**config.mk**
```make
export PLATFORM = sky130hd
export DESIGN_NAME = muldiv_unit
export DESIGN_NICKNAME = d
export VERILOG_FILES = /design/src/design/muldiv_pkg.sv /design/src/design/muldiv_unit.sv /design/src/design/divider.sv /design/src/design/multiplier.sv /design/src/design/muldiv_issue.sv
export VERILOG_INCLUDE_DIRS = /design/src /design/src/design
export SDC_FILE = /design/constraint.sdc
export NUM_CORES = 2
export LEC_CHECK = 0
export ABC_AREA = 1
export BUFFER_PORTS_ARGS = -buffer_cell sky130_fd_sc_hd__buf_2
export CORE_MARGIN = 1
export CORE_UTILIZATION = 65
export CTS_CLUSTER_DIAMETER = 60
export DETAILED_ROUTE_END_ITERATION = 12
export GPL_TIMING_DRIVEN = 0
export HOLD_SLACK_MARGIN = 0.08
export PLACE_DENSITY = 0.82
export SETUP_SLACK_MARGIN = 0.5
export SLEW_MARGIN = 40
export SYNTH_ARGS = -nofsm -noshare
export SYNTH_HDL_FRONTEND = slang
export SYNTH_SLANG_ARGS = --single-unit
```
**constraint.sdc**
```tcl
create_clock -name clk_i -period 9.5 [get_ports clk_i]
set_clock_uncertainty 0.1 [all_clocks]
set_input_delay 0.475 -clock clk_i [delete_from_list [all_inputs] [get_ports clk_i]]
set_output_delay 0.475 -clock clk_i [all_outputs]
set_load 0.02 [all_outputs]
```
**src/design/muldiv_config.svh**
```systemverilog
/*
 * Width and timing constants for the RV32M multiply/divide cluster.
 * MD_DIV_STEPS must equal MD_XLEN for the restoring divider
 * to produce a complete quotient.
 */
`ifndef MULDIV_CONFIG_SVH
`define MULDIV_CONFIG_SVH

// Operand and result width
`define MD_XLEN 32

// RV32M funct3 field
`define MD_FUNCT3_W 3

// One quotient bit per divider iteration
`define MD_DIV_STEPS `MD_XLEN

`endif
```
**src/design/muldiv_pkg.sv**
```systemverilog
/*
 * Types shared by the multiply/divide RTL.
 * Operation codes follow RV32M funct3 directly. The top bit of the
 * code selects the divide family.
 */
`include "muldiv_config.svh"

package muldiv_pkg;

    // Operand and result word
    typedef logic [`MD_XLEN-1:0] word_t;

    // RV32M funct3 encodings
    typedef enum logic [`MD_FUNCT3_W-1:0] {
        MD_MUL    = 3'd0,
        MD_MULH   = 3'd1,
        MD_MULHSU = 3'd2,
        MD_MULHU  = 3'd3,
        MD_DIV    = 3'd4,
        MD_DIVU   = 3'd5,
        MD_REM    = 3'd6,
        MD_REMU   = 3'd7
    } md_op_t;

endpackage

```
**src/design/muldiv_unit.sv**
```systemverilog
/*
 * RV32M multiply/divide cluster.
 * Valid/ready command and response channels, one operation at a time.
 * Multiply answers in 2 cycles, divide in 34 (2 for a zero divisor).
 */
module muldiv_unit (
    input  logic               clk_i,
    input  logic               reset_i,
    input  logic               cmd_valid_i,
    output logic               cmd_ready_o,
    input  muldiv_pkg::md_op_t cmd_op_i,
    input  muldiv_pkg::word_t  cmd_src1_i,
    input  muldiv_pkg::word_t  cmd_src2_i,
    output logic               rsp_valid_o,
    input  logic               rsp_ready_i,
    output muldiv_pkg::word_t  rsp_rslt_o
);
    import muldiv_pkg::*;

    logic   mul_start;
    logic   div_start;
    md_op_t op;
    word_t  src1;
    word_t  src2;
    logic   unit_ready;
    logic   mul_done;
    word_t  mul_rslt;
    logic   div_done;
    word_t  div_rslt;

    muldiv_issue issue (
        .clk_i        (clk_i),
        .reset_i      (reset_i),
        .cmd_valid_i  (cmd_valid_i),
        .cmd_ready_o  (cmd_ready_o),
        .cmd_op_i     (cmd_op_i),
        .cmd_src1_i   (cmd_src1_i),
        .cmd_src2_i   (cmd_src2_i),
        .rsp_ready_i  (rsp_ready_i),
        .rsp_valid_o  (rsp_valid_o),
        .rsp_rslt_o   (rsp_rslt_o),
        .mul_start_o  (mul_start),
        .div_start_o  (div_start),
        .op_o         (op),
        .src1_o       (src1),
        .src2_o       (src2),
        .unit_ready_o (unit_ready),
        .mul_done_i   (mul_done),
        .mul_rslt_i   (mul_rslt),
        .div_done_i   (div_done),
        .div_rslt_i   (div_rslt)
    );

    multiplier mul (
        .clk_i       (clk_i),
        .reset_i     (reset_i),
        .start_i     (mul_start),
        .op_i        (op),
        .src1_i      (src1),
        .src2_i      (src2),
        .rsp_ready_i (unit_ready),
        .done_o      (mul_done),
        .rslt_o      (mul_rslt)
    );

    divider div (
        .clk_i       (clk_i),
        .reset_i     (reset_i),
        .start_i     (div_start),
        .op_i        (op),
        .src1_i      (src1),
        .src2_i      (src2),
        .rsp_ready_i (unit_ready),
        .done_o      (div_done),
        .rslt_o      (div_rslt)
    );

endmodule

```
**src/design/divider.sv**
```systemverilog
/*
 * Sequential restoring divider for DIV, DIVU, REM and REMU.
 * Latency is one check cycle plus MD_DIV_STEPS iterations.
 * Divide by zero skips the iterations: quotient is all ones and
 * remainder is the dividend. Signed overflow gives the most negative
 * value with remainder zero, as RV32M requires.
 */
`include "muldiv_config.svh"

module divider (
    input  logic               clk_i,
    input  logic               reset_i,
    input  logic               start_i,
    input  muldiv_pkg::md_op_t op_i,
    input  muldiv_pkg::word_t  src1_i,
    input  muldiv_pkg::word_t  src2_i,
    input  logic               rsp_ready_i,
    output logic               done_o,
    output muldiv_pkg::word_t  rslt_o
);
    import muldiv_pkg::*;

    localparam int CNT_W = $clog2(`MD_DIV_STEPS);

    typedef enum logic [1:0] {ST_IDLE, ST_CHECK, ST_EXEC, ST_RET} div_state_t;

    div_state_t       state_q;
    logic [CNT_W-1:0] cntr_q;
    word_t            rem_q;      // Holds the raw dividend until check
    word_t            quot_q;
    word_t            divisor_q;
    logic             dividend_neg_q;
    logic             divisor_neg_q;
    logic             quot_neg_q;
    logic             rem_neg_q;
    logic             is_rem_q;
    logic             is_signed;
    word_t            dividend_mag;
    word_t            divisor_mag;
    logic [`MD_XLEN:0] diff;      // Top bit is the borrow

    assign is_signed    = (op_i == MD_DIV) || (op_i == MD_REM);
    assign dividend_mag = dividend_neg_q ? -rem_q : rem_q;
    assign divisor_mag  = divisor_neg_q ? -divisor_q : divisor_q;
    assign diff         = {rem_q, quot_q[`MD_XLEN-1]} - {1'b0, divisor_q};

    // --------------------------------------------------
    // Control
    always_ff @(posedge clk_i) begin
        if (reset_i) begin
            state_q <= ST_IDLE;
            cntr_q  <= '0;
        end else begin
            case (state_q)
                ST_IDLE: if (start_i) state_q <= ST_CHECK;
                ST_CHECK: begin
                    cntr_q  <= CNT_W'(`MD_DIV_STEPS - 1);
                    state_q <= (divisor_q == '0) ? ST_RET : ST_EXEC;
                end
                ST_EXEC: begin
                    cntr_q <= cntr_q - 1'b1;
                    if (cntr_q == '0) state_q <= ST_RET;
                end
                ST_RET: if (rsp_ready_i) state_q <= ST_IDLE;
                default: state_q <= ST_IDLE;
            endcase
        end
    end

    // --------------------------------------------------
    // Datapath
    always_ff @(posedge clk_i) begin
        case (state_q)
            ST_IDLE: if (start_i) begin
                is_rem_q       <= (op_i == MD_REM) || (op_i == MD_REMU);
                dividend_neg_q <= is_signed && src1_i[`MD_XLEN-1];
                divisor_neg_q  <= is_signed && src2_i[`MD_XLEN-1];
                quot_neg_q     <= is_signed && (src1_i[`MD_XLEN-1] ^ src2_i[`MD_XLEN-1]);
                rem_neg_q      <= is_signed && src1_i[`MD_XLEN-1];
                rem_q          <= src1_i;
                divisor_q      <= src2_i;
            end
            ST_CHECK: begin
                if (divisor_q == '0) begin
                    quot_q     <= '1;  // Remainder keeps the dividend
                    quot_neg_q <= 1'b0;
                    rem_neg_q  <= 1'b0;
                end else begin
                    divisor_q <= divisor_mag;
                    rem_q     <= '0;
                    quot_q    <= dividend_mag;
                end
            end
            ST_EXEC: begin
                if (!diff[`MD_XLEN]) begin
                    {rem_q, quot_q} <= {diff[`MD_XLEN-1:0], quot_q[`MD_XLEN-2:0], 1'b1};
                end else begin
                    {rem_q, quot_q} <= {rem_q[`MD_XLEN-2:0], quot_q, 1'b0};  // Restore
                end
            end
            default: ;
        endcase
    end

    assign done_o = (state_q == ST_RET);
    assign rslt_o = !done_o  ? '0 :
                    is_rem_q ? (rem_neg_q ? -rem_q : rem_q) :
                               (quot_neg_q ? -quot_q : quot_q);

    // Exactly one iteration per quotient bit, then return
    a_cntr: assert property (@(posedge clk_i) disable iff (reset_i)
        $rose(state_q == ST_EXEC)
            |-> ##(`MD_DIV_STEPS - 1) state_q == ST_EXEC ##1 state_q == ST_RET);

    a_hold: assert property (@(posedge clk_i) disable iff (reset_i)
        done_o && !rsp_ready_i |=> done_o && $stable(rslt_o));

endmodule

```
**src/design/multiplier.sv**
```systemverilog
/*
 * Two-cycle RV32M multiplier.
 * Start captures sign-extended operands, the next cycle forms the
 * full product. The result is held until unit_ready is seen in the
 * return state and reads as zero otherwise.
 */
`include "muldiv_config.svh"

module multiplier (
    input  logic               clk_i,
    input  logic               reset_i,
    input  logic               start_i,
    input  muldiv_pkg::md_op_t op_i,
    input  muldiv_pkg::word_t  src1_i,
    input  muldiv_pkg::word_t  src2_i,
    input  logic               rsp_ready_i,
    output logic               done_o,
    output muldiv_pkg::word_t  rslt_o
);
    import muldiv_pkg::*;

    typedef enum logic [1:0] {ST_IDLE, ST_EXEC, ST_RET} mul_state_t;

    mul_state_t                  state_q;
    logic signed [`MD_XLEN:0]    mcand_q;  // 33 bits, sign or zero extended
    logic signed [`MD_XLEN:0]    mplier_q;
    logic        [2*`MD_XLEN-1:0] product_q;
    logic                        is_high_q;
    logic                        src1_signed;
    logic                        src2_signed;

    assign src1_signed = (op_i == MD_MULH) || (op_i == MD_MULHSU);
    assign src2_signed = (op_i == MD_MULH);

    always_ff @(posedge clk_i) begin
        if (reset_i) begin
            state_q <= ST_IDLE;
        end else begin
            case (state_q)
                ST_IDLE: if (start_i) state_q <= ST_EXEC;
                ST_EXEC: state_q <= ST_RET;
                ST_RET:  if (rsp_ready_i) state_q <= ST_IDLE;
                default: state_q <= ST_IDLE;
            endcase
        end
    end

    always_ff @(posedge clk_i) begin
        if (state_q == ST_IDLE && start_i) begin
            mcand_q   <= {src1_signed && src1_i[`MD_XLEN-1], src1_i};
            mplier_q  <= {src2_signed && src2_i[`MD_XLEN-1], src2_i};
            is_high_q <= (op_i != MD_MUL);
        end
        if (state_q == ST_EXEC) product_q <= mcand_q * mplier_q;  // Low 64 bits suffice
    end

    assign done_o = (state_q == ST_RET);
    assign rslt_o = !done_o   ? '0 :
                    is_high_q ? product_q[2*`MD_XLEN-1:`MD_XLEN] : product_q[`MD_XLEN-1:0];

    a_hold: assert property (@(posedge clk_i) disable iff (reset_i)
        done_o && !rsp_ready_i |=> done_o && $stable(rslt_o));

endmodule

```
**src/design/muldiv_issue.sv**
```systemverilog
/*
 * Command acceptance and response return for the multiply/divide cluster.
 * Only one operation is in flight. cmd_ready_o drops for the whole
 * operation and returns the cycle after the response handshake.
 * Unit done and result pass through without a register stage.
 */
`include "muldiv_config.svh"

module muldiv_issue (
    input  logic               clk_i,
    input  logic               reset_i,
    input  logic               cmd_valid_i,
    output logic               cmd_ready_o,
    input  muldiv_pkg::md_op_t cmd_op_i,
    input  muldiv_pkg::word_t  cmd_src1_i,
    input  muldiv_pkg::word_t  cmd_src2_i,
    input  logic               rsp_ready_i,
    output logic               rsp_valid_o,
    output muldiv_pkg::word_t  rsp_rslt_o,
    output logic               mul_start_o,
    output logic               div_start_o,
    output muldiv_pkg::md_op_t op_o,
    output muldiv_pkg::word_t  src1_o,
    output muldiv_pkg::word_t  src2_o,
    output logic               unit_ready_o,
    input  logic               mul_done_i,
    input  muldiv_pkg::word_t  mul_rslt_i,
    input  logic               div_done_i,
    input  muldiv_pkg::word_t  div_rslt_i
);
    typedef enum logic [1:0] {ST_IDLE, ST_WAIT_MUL, ST_WAIT_DIV} issue_state_t;

    issue_state_t state_q;
    logic         accept;
    logic         is_div;
    logic         rsp_fire;

    // --------------------------------------------------
    // Command side
    assign cmd_ready_o = (state_q == ST_IDLE);
    assign accept      = cmd_valid_i && cmd_ready_o;
    assign is_div      = cmd_op_i[`MD_FUNCT3_W-1];  // Family bit only

    assign mul_start_o = accept && !is_div;
    assign div_start_o = accept && is_div;
    assign op_o        = cmd_op_i;
    assign src1_o      = cmd_src1_i;
    assign src2_o      = cmd_src2_i;

    // --------------------------------------------------
    // Response side, from the unit that owns the operation
    always_comb begin
        rsp_valid_o = 1'b0;
        rsp_rslt_o  = '0;
        case (state_q)
            ST_WAIT_MUL: begin
                rsp_valid_o = mul_done_i;
                rsp_rslt_o  = mul_rslt_i;
            end
            ST_WAIT_DIV: begin
                rsp_valid_o = div_done_i;
                rsp_rslt_o  = div_rslt_i;
            end
            default: ;
        endcase
    end

    assign rsp_fire     = rsp_valid_o && rsp_ready_i;
    assign unit_ready_o = rsp_ready_i && (state_q != ST_IDLE);

    always_ff @(posedge clk_i) begin
        if (reset_i) begin
            state_q <= ST_IDLE;
        end else begin
            case (state_q)
                ST_IDLE:     if (accept) state_q <= is_div ? ST_WAIT_DIV : ST_WAIT_MUL;
                ST_WAIT_MUL,
                ST_WAIT_DIV: if (rsp_fire) state_q <= ST_IDLE;
                default:     state_q <= ST_IDLE;
            endcase
        end
    end

    // New work only starts with both units back in idle
    a_start_idle: assert property (@(posedge clk_i) disable iff (reset_i)
        (mul_start_o || div_start_o) |-> !mul_done_i && !div_done_i);

    // Done comes only from the unit that owns the operation
    a_done_owner: assert property (@(posedge clk_i) disable iff (reset_i)
        (!mul_done_i || state_q == ST_WAIT_MUL) && (!div_done_i || state_q == ST_WAIT_DIV));

endmodule

```
# Word-level counts from Yosys, hierarchy flattened
# Cells that the tools add are included.
# word_totals
register_bits,243
latchBits,0
mem_bits_rw,0
rom_bits,0
inputBits,71
mem_count,0
# classes
addsub,5
multipliers,1
n_div,0
n_lt_le_gt_ge,0
eq_ne,22
n_shift,0
n_mux,37
n_bitwise,1
n_reduce_logical,33
# ops
operator,count
$mux W32,14
$pmux W32 S2,3
$neg A32 Y32,3
$pmux W32 S3,1
$mul A33 B33 Y64,1
$sub A33 B32 Y33,1
$logic_not A32 Y1,1
$ne A2 B1 Y1 const B,8
$mux W2,7
$logic_and A1 B1 Y1,11
$pmux W5 S2,1
$eq A3 B3 Y1 const B,3
$reduce_and A3 Y1,3
$eq A2 B2 Y1 const B,4
$pmux W2 S4,1
$eq A2 B1 Y1 const B,3
$logic_not A2 Y1,3
$pmux W1 S2,3
$pmux W2 S3,1
$reduce_and A2 Y1,3
$reduce_bool A2 Y1,3
$reduce_bool A3 Y1,2
$logic_not A5 Y1,1
$mux W1,5
other kinds (10),13

# Logic depth before layout (Yosys ltp)
# logic_depth
ltp_word,5
mapped_depth,32

# Modules after synthesis
# Synthesis repeated with hierarchy kept, for this count alone.
# hier_totals
cells_unflattened,7507
area_unflattened_um2,57729.1
# by_module_without_submodules
module,n_inst,cells_per_inst,area_per_inst_um2,seq_area_each_um2
multiplier,1,5467,44989.4,3973.8
divider,1,1837,11593.6,3173.0
muldiv_issue,1,203,1146.1,40.0

# Worst setup path after synthesis
# Ideal clock, no wire load.
# synth_timing
kind,flip-flop to flip-flop
start,register mul.mcand_q[32]
end,register mul.product_q[51] (data pin)
setup_time_ps,254
arrival_time_ps,6940
required_time_ps,9146
setup_slack_ps,2206
path_stages_with_launch,27
n_path_buf,2
synth_period_minus_slack_ps,7294
path_cell_list,edfxtp_1 clkbuf_1 clkbuf_1 nand2_1 inv_1 fa_1 inv_1 fa_1 inv_1 fa_1 fa_1 fa_1 fa_1 fa_1 inv_1 fa_1 inv_1 ha_1 nand2_1 nor2_1 inv_1 nor2_1 nand3_1 nor3_1 o21ai_0 nand4_1 nand2_1
# synth_between
elab_chain_len,1
# synth_rtl
element,line,text
start: declaration,multiplier.sv:25,logic signed [`MD_XLEN:0] mcand_q;
start signal: assignment,multiplier.sv:50,"mcand_q <= {src1_signed && src1_i[`MD_XLEN-1], src1_i};"
$mul A33 B33 Y64,multiplier.sv:54,if (state_q == ST_EXEC) product_q <= mcand_q * mplier_q;
end signal: assignment,multiplier.sv:54,
end: declaration,multiplier.sv:27,logic [2*`MD_XLEN-1:0] product_q;
# No other way between the ends.
# A chain may end at the register's enable or synchronous reset.

# Worst setup path in the final report
# layout_timing
start,register mul.mplier_q[11]
end,register mul.product_q[56] (data pin)
# layout_between
elab_chain_len,1
# layout_rtl
element,line,text
start: declaration,multiplier.sv:26,logic signed [`MD_XLEN:0] mplier_q;
start signal: assignment,multiplier.sv:51,"mplier_q <= {src2_signed && src2_i[`MD_XLEN-1], src2_i};"
$mul A33 B33 Y64,multiplier.sv:54,
# No other way between the ends.

==> impl_metrics.tcl <==
set metrics [dict create \
    status "finished clean" \
    vias 53525 \
    drt-pass1-iter-count 13 \
    setup_tns_ns 0 \
    syn_area_per_cell_um2 7.70 \
    clk_pin_slew_worst_paths_ns 0.06 \
    layout_common_cells "2,042 x inv_1, 2,005 x nand2_1, 1,120 x fa_1" \
    ys_seq_area_frac 0.126 \
    yosysUniqueCellTypes 50 \
    setup.worst_path.class "flop to flop" \
    grt_first_pass_wirelength_mm 351 \
    cts_max_level 2 \
    crit_arrival_ns 9.33 \
    clkLatencyLatePin_ns 0.61 \
    final_common_cell "inv_1" \
    cts_setup_buffers 0 \
    ios 105 \
    cap_violations 0 \
    cpMostUsedCell "fa_1" \
    fillCellCount 6885 \
    hold_path.class "input port to flop" \
    synthArstFlopShare 0 \
    dp_slack_ns 0.380 \
    worst_setup_path_start_kind "flop" \
    drtIter0Drc 8332 \
    grt_usage 0.559 \
    worstSetupEndpointType "flop" \
    min_period_over_period 0.957 \
    die-area_um2 88700 \
    drc_errors 0 \
    num-nets-final 9069 \
    cp_data_required_time_ns 9.74 \
    cts_root_buffer "clkbuf_16" \
    wl_per_cell_um 27.7 \
    synthFlopType "edfxtp_1" \
    cts.path.max_buffers 3 \
    drive_above_1_share 0.0542 \
    critPathMaxStageDelay_ns 0.76 \
    critPathMaxFanout 10 \
    worst_slack_ns 0.412 \
    fin_cells 8814 \
    clock_sinks 243 \
    io_buffer_count 103 \
    avgViaCountPerCell 6.07 \
    syn_area_um2 56900 \
    synth_seq_cells 243 \
    grt_max_degree 41 \
    antenna_found_initial 23 \
    worst_path_max_delay_cell "clkbuf_1" \
    grt_remaining_overflow 0 \
    setup_viol 0 \
    fp.dieH_um 298 \
    hold_viol_final 0 \
    dp_hpwl_mm 200 \
    slew-limit-headroom 0.315 \
    max_clock_freq_mhz 110 \
    ys_warn_count 0 \
    ant_nets 0 \
    worst_pin_slew_ns 1.03 \
    grt_pass1_vias 53602 \
    initial_core_util 0.656 \
    core-area_um2 86800 \
    placed_cells 8668 \
    rsz0062_at_grt "true" \
    synth_edf_count 232 \
    cts_tree "done" \
    dieWidth_um 298 \
    cts_buffers 36 \
    rows 108 \
    area_growth_pct 7.52 \
    synthCells 7389 \
    drv_slew 0 \
    multi_input_area_um2 40700 \
    register_area_um2 7190 \
    period_minus_slack_ns 9.09 \
    wirelength_mm 244 \
    gp_congestion 1.16 \
    syn_nets 8843 \
]
[what timing repair did]
item,in CTS,in global routing
setup endpoints to repair,8,20
hold endpoints to repair,66,0
gates resized for setup,1,21
hold buffers,63,0
[worst paths after layout]
kind                                   start  cells past startpoint                          end  slack (ns)
hold reg to reg   div.cntr_q[0]$_SDFFE_PP0N_                      1   div.cntr_q[0]$_SDFFE_PP0N_        0.36
hold / removal                   cmd_op_i[1]                      3       div.is_rem_q$_DFFE_PP_        0.11
setup reg to reg  mul.mplier_q[11]$_DFFE_PP_                     26  mul.product_q[56]$_DFFE_PN_        0.41
setup / recovery  mul.mplier_q[11]$_DFFE_PP_                     26  mul.product_q[56]$_DFFE_PN_        0.41
[critical path: cells and delay by family (launching register included)]
kind	cells	cell delay (ns)
adder cells (fa/ha/maj)	9	4.89
flip-flops	1	0.32
AND/OR/NAND/NOR	7	1.31
buffers and inverters	9	1.97
AO/OA/AOI/OAI	1	0.22
[cells by family after synthesis]
group,Yosys count,synth area share
simple gates,2820,0.200
buf+inv,2387,0.158
fa+ha+maj,1383,0.453
compound gates,431,0.0415
flops,243,0.126
xor+xnor,94,0.0145
mux,31,0.00614
[cell usage after synthesis (10+ instances only)]
library cell	number	area, um2
a21oi_1	194	971
a31oi_1	16	100
a41oi_1	10	87.6
buf_2	12	60.1
clkbuf_1	310	1160
dfxtp_1	11	220
edfxtp_1	232	6970
fa_1	1126	22500
ha_1	257	3220
inv_1	2043	7670
mux2_2	31	349
nand2_1	2005	7530
nand3_1	306	1530
nand3b_1	12	90.1
nand4_1	54	338
nor2_1	367	1380
nor3_1	26	130
o21ai_0	159	796
o21bai_1	15	113
or2_2	11	68.8
xnor2_1	28	245
xor2_1	66	578
[area by class of cell]
cell class | count | share of cell area
Tap cell | 1155 | 0.0236
Buffer | 333 | 0.0237
Timing Repair Buffer | 188 | 0.0226
Inverter | 2054 | 0.126
Multi-Input combinational cell | 4759 | 0.666
Sequential cell | 243 | 0.118
Clock buffer | 45 | 0.0158
Antenna cell | 16 | 0.000655
Clock inverter | 21 | 0.00366
[metal layers]
| metal | global-route usage | vias up | part of all wire |
|---|---|---|---|
| met5 | 0.0308 | - | 0.0023 |
| met4 | 0.420 | 24 | 0.10 |
| met3 | 0.271 | 1394 | 0.18 |
| met2 | 0.774 | 4964 | 0.39 |
| li1 | - | 21863 | - |
| met1 | 0.669 | 25280 | 0.32 |
[stage by stage]
step                      hold slack (ns)   util  cell area (um2)
after global placement              0.330  0.678            58800
after detailed placement            0.354  0.683            59200
final                               0.107  0.705            61100
after global routing                0.105  0.704            61100
after CTS                          0.0810  0.704            61000
after floorplan                     0.321      -            56900
[sequential cells by signal (all words and copies together) (netlist names)]
name and flops:
mul.state_q 2, div.quot_neg_q 1, div.state_q 2, div.dividend_neg_q 1, div.divisor_neg_q 1, div.rem_neg_q 1, div.quot_q 32, mul.mcand_q 33
mul.mplier_q 33, issue.state_q 2, mul.product_q 64, div.rem_q 32, mul.is_high_q 1, div.cntr_q 5, div.divisor_q 32, div.is_rem_q 1
Power is left out: the tool's default activity adds up to more than one toggle a clock period on the data nets, which glitch-free logic cannot reach.
